`src/common/cnn_pkg.sv`:
```
package cnn_pkg;

    localparam int NUM_FILTERS  = 3;
    localparam int WIN_TAPS     = 9;
    localparam int NUM_CLASSES  = 10;
    localparam int WEIGHT_WORDS = 29;   // highest writable word address
    localparam int SCORE_SHIFT  = 7;

    // weight byte map
    localparam int CONV_BYTES = NUM_FILTERS * WIN_TAPS;   // class weights start here
    localparam int USED_BYTES = CONV_BYTES + NUM_CLASSES * NUM_FILTERS;

    typedef logic signed [7:0]   weight_t;
    typedef logic [WIN_TAPS-1:0] pixel_win_t;   // bit t is tap t
    typedef logic signed [11:0]  win_sum_t;
    typedef logic signed [15:0]  feature_t;
    typedef logic signed [25:0]  score_t;
    typedef logic [3:0]          class_idx_t;

    // valid sits in bit 0, word address above it
    typedef struct packed {
        logic [6:0] weight_addr;
        logic       valid;
    } ctrl_t;

    typedef struct packed {
        weight_t [NUM_FILTERS-1:0][WIN_TAPS-1:0] tap;
    } conv_weights_t;

    typedef struct packed {
        weight_t [NUM_CLASSES-1:0][NUM_FILTERS-1:0] cls;
    } class_weights_t;

    typedef struct packed {
        feature_t [NUM_FILTERS-1:0] feat;
    } feature_vec_t;

endpackage

```
`src/weights/weight_regs.sv`:
```
`timescale 1ns/10ps

module weight_regs (
    input  logic                    clk_i,
    input  logic                    rst,
    input  logic [15:0]             data_i,
    input  cnn_pkg::ctrl_t          ctrl_i,
    output cnn_pkg::conv_weights_t  conv_w_o,
    output cnn_pkg::class_weights_t class_w_o
);
    import cnn_pkg::*;

    weight_t    w_q [USED_BYTES];
    logic       wr_en;
    logic [6:0] lo_idx;
    logic [6:0] hi_idx;

    // weight words only land while no window is on the bus
    assign wr_en = !ctrl_i.valid && (ctrl_i.weight_addr != 7'd0) &&
                   (ctrl_i.weight_addr <= 7'(WEIGHT_WORDS));

    assign lo_idx = {ctrl_i.weight_addr[5:0], 1'b0} - 7'd2;   // byte 2a-2
    assign hi_idx = lo_idx + 7'd1;

    // hi byte of the last word has no slot and falls away
    always_ff @(posedge clk_i) begin
        if (rst) begin
            for (int b = 0; b < USED_BYTES; b++) begin
                w_q[b] <= '0;
            end
        end else if (wr_en) begin
            for (int b = 0; b < USED_BYTES; b++) begin
                if (7'(b) == lo_idx) begin
                    w_q[b] <= data_i[7:0];
                end
                if (7'(b) == hi_idx) begin
                    w_q[b] <= data_i[15:8];
                end
            end
        end
    end

    always_comb begin
        for (int f = 0; f < NUM_FILTERS; f++) begin
            for (int t = 0; t < WIN_TAPS; t++) begin
                conv_w_o.tap[f][t] = w_q[f*WIN_TAPS + t];
            end
        end
        // class c, filter f after the conv block
        for (int c = 0; c < NUM_CLASSES; c++) begin
            for (int f = 0; f < NUM_FILTERS; f++) begin
                class_w_o.cls[c][f] = w_q[CONV_BYTES + c*NUM_FILTERS + f];
            end
        end
    end

    // stray word addresses leave both weight groups as they were
    a_no_stray_write: assert property (@(posedge clk_i) disable iff (rst)
        (!ctrl_i.valid && (ctrl_i.weight_addr > 7'(WEIGHT_WORDS)))
        |=> ({conv_w_o, class_w_o} == $past({conv_w_o, class_w_o})));

endmodule

```
`src/conv/window_conv.sv`:
```
`timescale 1ns/10ps

module window_conv #(
    parameter int NUM_WINDOWS = 10
) (
    input  logic                   clk_i,
    input  logic                   rst,
    input  cnn_pkg::pixel_win_t    win_i,
    input  logic                   win_valid_i,
    input  cnn_pkg::conv_weights_t conv_w_i,
    output cnn_pkg::feature_vec_t  features_o,
    output logic                   feature_valid_o
);
    import cnn_pkg::*;

    localparam int CNT_W = $clog2(NUM_WINDOWS);

    logic [CNT_W-1:0] win_cnt_q;
    logic             frame_end;
    win_sum_t         win_sum_d [NUM_FILTERS];
    win_sum_t         win_sum_q [NUM_FILTERS];
    logic             sum_valid_q;
    logic             sum_last_q;
    feature_t         acc_q [NUM_FILTERS];

    assign frame_end = win_valid_i && (win_cnt_q == CNT_W'(NUM_WINDOWS - 1));

    // binary pixels just pick which weights go into the sum
    always_comb begin
        for (int f = 0; f < NUM_FILTERS; f++) begin
            win_sum_d[f] = '0;
            for (int t = 0; t < WIN_TAPS; t++) begin
                if (win_i[t]) begin
                    win_sum_d[f] = win_sum_d[f] + win_sum_t'($signed(conv_w_i.tap[f][t]));
                end
            end
        end
    end

    always_ff @(posedge clk_i) begin
        win_sum_q <= win_sum_d;
    end

    always_ff @(posedge clk_i) begin
        if (rst) begin
            win_cnt_q   <= '0;
            sum_valid_q <= 1'b0;
            sum_last_q  <= 1'b0;
        end else begin
            sum_valid_q <= win_valid_i;
            sum_last_q  <= frame_end;
            if (frame_end) begin
                win_cnt_q <= '0;
            end else if (win_valid_i) begin
                win_cnt_q <= win_cnt_q + 1'b1;   // idle cycles don't count
            end
        end
    end

    always_ff @(posedge clk_i) begin
        if (rst) begin
            for (int f = 0; f < NUM_FILTERS; f++) begin
                acc_q[f] <= '0;
            end
            feature_valid_o <= 1'b0;
        end else begin
            feature_valid_o <= sum_last_q;
            if (sum_valid_q) begin
                for (int f = 0; f < NUM_FILTERS; f++) begin
                    // last window restarts the next frame at zero
                    acc_q[f] <= sum_last_q ? '0 : acc_q[f] + feature_t'(win_sum_q[f]);
                end
            end
        end
    end

    // finished frame held until the next one completes
    always_ff @(posedge clk_i) begin
        if (sum_last_q) begin
            for (int f = 0; f < NUM_FILTERS; f++) begin
                features_o.feat[f] <= acc_q[f] + feature_t'(win_sum_q[f]);
            end
        end
    end

    a_cnt_range: assert property (@(posedge clk_i) disable iff (rst)
        int'(win_cnt_q) < NUM_WINDOWS);

endmodule

```
`src/classify/class_argmax.sv`:
```
`timescale 1ns/10ps

module class_argmax (
    input  logic                    clk_i,
    input  logic                    rst,
    input  cnn_pkg::feature_vec_t   features_i,
    input  logic                    feature_valid_i,
    input  cnn_pkg::class_weights_t class_w_i,
    output cnn_pkg::class_idx_t     class_o,
    output logic                    done_o
);
    import cnn_pkg::*;

    typedef enum logic [1:0] {
        IDLE,
        SCORE,
        REPORT
    } state_t;

    state_t       state_q;
    feature_vec_t feat_q;
    feature_vec_t feat_src;
    class_idx_t   cls_cnt_q;
    score_t       score_raw;
    score_t       score_shr;
    score_t       max_q;
    class_idx_t   max_idx_q;
    logic         start;
    logic         scoring;
    logic         take_max;

    // a new frame can be picked up from IDLE or straight out of REPORT
    assign start   = feature_valid_i && (state_q != SCORE);
    assign scoring = start || (state_q == SCORE);

    // class 0 is scored on the latching edge, from the live features
    assign feat_src = (state_q == SCORE) ? feat_q : features_i;

    always_comb begin
        score_raw = '0;
        for (int f = 0; f < NUM_FILTERS; f++) begin
            score_raw = score_raw + score_t'($signed(feat_src.feat[f])) *
                                    score_t'($signed(class_w_i.cls[cls_cnt_q][f]));
        end
    end

    assign score_shr = score_raw >>> SCORE_SHIFT;   // floors toward -inf

    // strict compare so a tie keeps the lower class
    assign take_max = (cls_cnt_q == '0) || (score_shr > max_q);

    always_ff @(posedge clk_i) begin
        if (rst) begin
            state_q   <= IDLE;
            cls_cnt_q <= '0;
            class_o   <= '0;
            done_o    <= 1'b0;
        end else begin
            done_o <= 1'b0;
            case (state_q)
                SCORE: begin
                    if (cls_cnt_q == class_idx_t'(NUM_CLASSES - 1)) begin
                        state_q   <= REPORT;
                        cls_cnt_q <= '0;
                    end else begin
                        cls_cnt_q <= cls_cnt_q + 1'b1;
                    end
                end
                REPORT: begin
                    class_o <= max_idx_q;
                    done_o  <= 1'b1;
                    state_q <= IDLE;
                end
                default: begin
                    state_q <= IDLE;
                end
            endcase
            if (start) begin
                state_q   <= SCORE;
                cls_cnt_q <= class_idx_t'(1);   // class 0 done this edge
            end
        end
    end

    always_ff @(posedge clk_i) begin
        if (start) begin
            feat_q <= features_i;
        end
        if (scoring && take_max) begin
            max_q     <= score_shr;
            max_idx_q <= cls_cnt_q;
        end
    end

    // conv side must not finish a frame while this one is still scoring
    a_no_overlap: assert property (@(posedge clk_i) disable iff (rst)
        !(feature_valid_i && (state_q == SCORE)));

endmodule

```
`src/logic/cnn_classifier.sv`:
```
`timescale 1ns/10ps

module cnn_classifier #(
    parameter int NUM_WINDOWS = 10
) (
    input  logic                clk_i,
    input  logic                rst,
    input  logic [15:0]         data_i,
    input  cnn_pkg::ctrl_t      ctrl_i,
    output cnn_pkg::class_idx_t class_o,
    output logic                done_o
);
    import cnn_pkg::*;

    pixel_win_t     win;
    logic           win_valid;
    conv_weights_t  conv_w;
    class_weights_t class_w;
    feature_vec_t   features;
    logic           feature_valid;

    // same data word carries pixels or weight bytes
    assign win       = data_i[WIN_TAPS-1:0];
    assign win_valid = ctrl_i.valid;

    weight_regs weight_regs_inst (
        .clk_i     (clk_i),
        .rst       (rst),
        .data_i    (data_i),
        .ctrl_i    (ctrl_i),
        .conv_w_o  (conv_w),
        .class_w_o (class_w)
    );

    window_conv #(
        .NUM_WINDOWS (NUM_WINDOWS)
    ) window_conv_inst (
        .clk_i           (clk_i),
        .rst             (rst),
        .win_i           (win),
        .win_valid_i     (win_valid),
        .conv_w_i        (conv_w),
        .features_o      (features),
        .feature_valid_o (feature_valid)
    );

    class_argmax class_argmax_inst (
        .clk_i           (clk_i),
        .rst             (rst),
        .features_i      (features),
        .feature_valid_i (feature_valid),
        .class_w_i       (class_w),
        .class_o         (class_o),
        .done_o          (done_o)
    );

endmodule

```
`config.mk`:
```
export PLATFORM = sky130hd
export DESIGN_NAME = cnn_classifier
export DESIGN_NICKNAME = d
export VERILOG_FILES = /design/src/common/cnn_pkg.sv /design/src/weights/weight_regs.sv /design/src/conv/window_conv.sv /design/src/classify/class_argmax.sv /design/src/logic/cnn_classifier.sv
export SDC_FILE = /design/constraint.sdc
export NUM_CORES = 2
export LEC_CHECK = 0
export BUFFER_PORTS_ARGS = -buffer_cell sky130_fd_sc_hd__buf_2
export CAP_MARGIN = 20
export CORE_UTILIZATION = 50
export DETAILED_ROUTE_END_ITERATION = 8
export PLACE_DENSITY_LB_ADDON = 0.12
export SYNTH_ARGS = -nofsm -noshare
export SYNTH_HDL_FRONTEND = slang
export SYNTH_SLANG_ARGS = --single-unit
```
`constraint.sdc`:
```
create_clock -name clk_i -period 37.1 [get_ports clk_i]
set_input_delay 3.71 -clock clk_i [delete_from_list [all_inputs] [get_ports clk_i]]
set_output_delay 3.71 -clock clk_i [all_outputs]
set_load 0.02 [all_outputs]
```
==> qor.csv <==
metric,value,unit
run status,finished clean,
ys flop type,edfxtp_1,
Die Ht,339,um
Syn Std Cell Area,56900,um2
Async SR Flop Fraction,0,
io pins,31,
WP data arrival,14.39,ns
largest cells by area after synthesis,"edfxtp_1, fa_1, ha_1",
WL per Instance,21.2,um
FF-to-FF End,class_argmax_inst.max_idx_q[3],
Hold Buf Count CTS,0,
start point of the critical path,data_i[0],
clk_lat worst skew,0.69,ns
Worst path slowest cell,fa_1,
worst hold-check path type,register to register,
Fin. Hold Viols,0,
Tightest Pin Transition,1.24,ns
final WL,152,mm
Tcrit/Tclk final,0.373,
RSZ-0062 raised after global routing,no,
largest net degree at the start of global routing,58,
Total GRT Usage,0.266,
Post-synth top cells,"inv_1, nor2_1, edfxtp_1, ha_1, fa_1",
CP Max Fanout,42,
CTS Sinks,677,
DR DRC count,0,
Initial Util,0.505,
fmax,72.3,MHz
initial antenna violation count,11,
Seq cells post-synth,677,
vias per cell,5.63,
Post-synth EDFFs,623,
required time worst endpoint,37.65,ns
hpwl dp,112,mm
Post-Synthesis Cells,5622,
H-tree depth,3,
Levels on crit path,54,
most frequent cell after synthesis,inv_1,
clock slew at reported path FFs,0.06,ns
CTS tree,done,
root buffer cell,clkbuf_16,
Final Setup Violations,0,
Max Cap Viol,0,
CTS-repair resized insts,0,
input/output buffers,30,
total die area,115000,um2
skew final,0.0454,ns
crit path time final,13.83,ns
core area,113000,um2
fin nets,6498,
CTS Buf Count,80,
Synth area leader,edfxtp_1,
layout cells sized above 1,0.0801,
first-pass GRT wire length,236,mm
post-route ant nets,0,
"CP delay by family, top",compound AO/OA/AOI/OAI gates,
Horiz. Die Dim,339,um
sequential fraction of the synthesis area,0.348,
Clock Tree Buf Depth,3,
Synth Area per Inst,10.1,um2
logic depth of the worst register-to-register path,46,
"Distinct cells, synth",85,
Critical Path Most Common Cell,ha_1,
yosys warns,0,
Placement Rows,123,
DR iter-0 viols,3044,
Slew HR,0.173,
worst r2r src,class_argmax_inst.cls_cnt_q[0],
Slew Limit Fails,0,
Crit path largest cell delay,0.45,ns
number of global-route vias before repair,40500,
WS Path Type,primary input to register,
Syn Nets,6505,
Setup TNS,0,ns
CP Buf/Inv Count,6,
Pre-Repair DR Iteration Count,6,
Via Count,40500,
crit end category,register,
post-synth top area share,0.329,
Synth-to-Final Area Change,8.40,%
reg2reg setup slack,23.45,ns
critical path launch point type,primary input,
final global-route overflow total,0,
post-CTS setup buffer count,0,
routability cong.,0.907,
Setup crit end,window_conv_inst.win_sum_q[35],
[layer usage]
| metal | track usage | up-vias | wire length [um] |
|---|---|---|---|
| li1 | - | 19300 | - |
| met1 | 0.356 | 19900 | 65900 |
| met2 | 0.450 | 1090 | 73300 |
| met3 | 0.0324 | 221 | 8260 |
| met4 | 0.0845 | 4 | 4860 |
| met5 | 0 | - | 24 |
[per-stage QoR]
stage,worst slack (ns),hold WS (ns),utilization,area [um2],instances
CTS,23.40,0.454,0.547,61700,7179
floorplan,23.89,0.403,-,56900,5622
global route,22.45,0.460,0.548,61700,7184
detailed placement,22.70,0.443,0.523,58900,7030
finish,23.27,0.447,0.548,61700,7193
global placement,22.98,0.436,0.523,58900,7028
[cells in the final DEF, fill, tap and decap left out, drive strengths merged, types with 17 or more instances in the layout]
cell,Yosys,layout
inv,695,702
nor2,635,635
edfxtp,623,623
ha,468,468
fa,389,389
nand2,367,367
o21ai,249,249
a21oi,214,214
xnor2,195,195
and2,165,165
mux2i,138,138
nor3,110,110
a21o,109,109
buf,50,108
xor2,104,104
clkbuf,147,101
nand2b,94,94
mux2,87,87
nor2b,65,65
nand3,61,61
dfxtp,54,54
o21a,52,52
or2,48,48
mux4,46,46
a31oi,45,45
nor4bb,37,37
or3,34,34
clkinv,2,30
and3,28,28
o31ai,25,25
o21bai,24,24
a211oi,21,21
a22oi,20,20
o211ai,20,20
a21boi,18,18
nand3b,17,17
a221oi,17,17
[worst min path at each step]
stage / end / from / cells past startpoint / slack (ns)
3_5_place_dp: class_argmax_inst.feat_q[19] / window_conv_inst.features_o[19] / 0 / 0.44
3_3_place_gp: class_argmax_inst.feat_q[1] / window_conv_inst.features_o[1] / 0 / 0.44
4_1_cts: class_argmax_inst.feat_q[19] / window_conv_inst.features_o[19] / 0 / 0.45
2_1_floorplan: class_argmax_inst.max_idx_q[1] / class_argmax_inst.cls_cnt_q[1] / 0 / 0.40
5_1_grt: class_argmax_inst.feat_q[22] / window_conv_inst.features_o[22] / 0 / 0.46
6_report: class_argmax_inst.feat_q[19] / window_conv_inst.features_o[19] / 0 / 0.45
[kinds of logic (layout without fill, tap and decap cells)]
| kind of cell | count (synthesis) | after routing | share of synthesized area |
|---|---|---|---|
| and+or+nand+nor | 1701 | 1701 | 0.143 |
| AOI/OAI and AO/OA | 917 | 917 | 0.103 |
| buffers and inverters | 894 | 954 | 0.0593 |
| adders and majority gates | 857 | 857 | 0.240 |
| DFF | 677 | 677 | 0.348 |
| xor gates and xnor gates | 305 | 305 | 0.0484 |
| muxes | 271 | 271 | 0.0597 |
| other | 0 | 11 | 0 |
[state kept, by name (all words and copies together), names as in the netlist]
signal / count
class_argmax_inst.class_o: 4
class_argmax_inst.cls_cnt_q: 4
class_argmax_inst.done_o: 1
class_argmax_inst.feat_q: 48
class_argmax_inst.max_idx_q: 4
class_argmax_inst.max_q: 19
class_argmax_inst.state_q: 2
weight_regs_inst.w_q: 456
window_conv_inst.acc_q: 48
window_conv_inst.feature_valid_o: 1
window_conv_inst.features_o: 48
window_conv_inst.sum_last_q: 1
window_conv_inst.sum_valid_q: 1
window_conv_inst.win_cnt_q: 4
window_conv_inst.win_sum_q: 36
[area by class of cell]
type / count / area [um2]
diodes: 11 / 27.5
clock buffers: 101 / 2150
clock inverters: 48 / 584
fillers: 9983 / 50900
inverters: 697 / 2620
multi-input cells: 4051 / 33900
flip-flops and latches: 677 / 19800
well taps: 1500 / 1880
repair buffers: 108 / 756
Power is left out: the tool's default activity adds up to more than one toggle a clock period on the data nets, which glitch-free logic cannot reach.
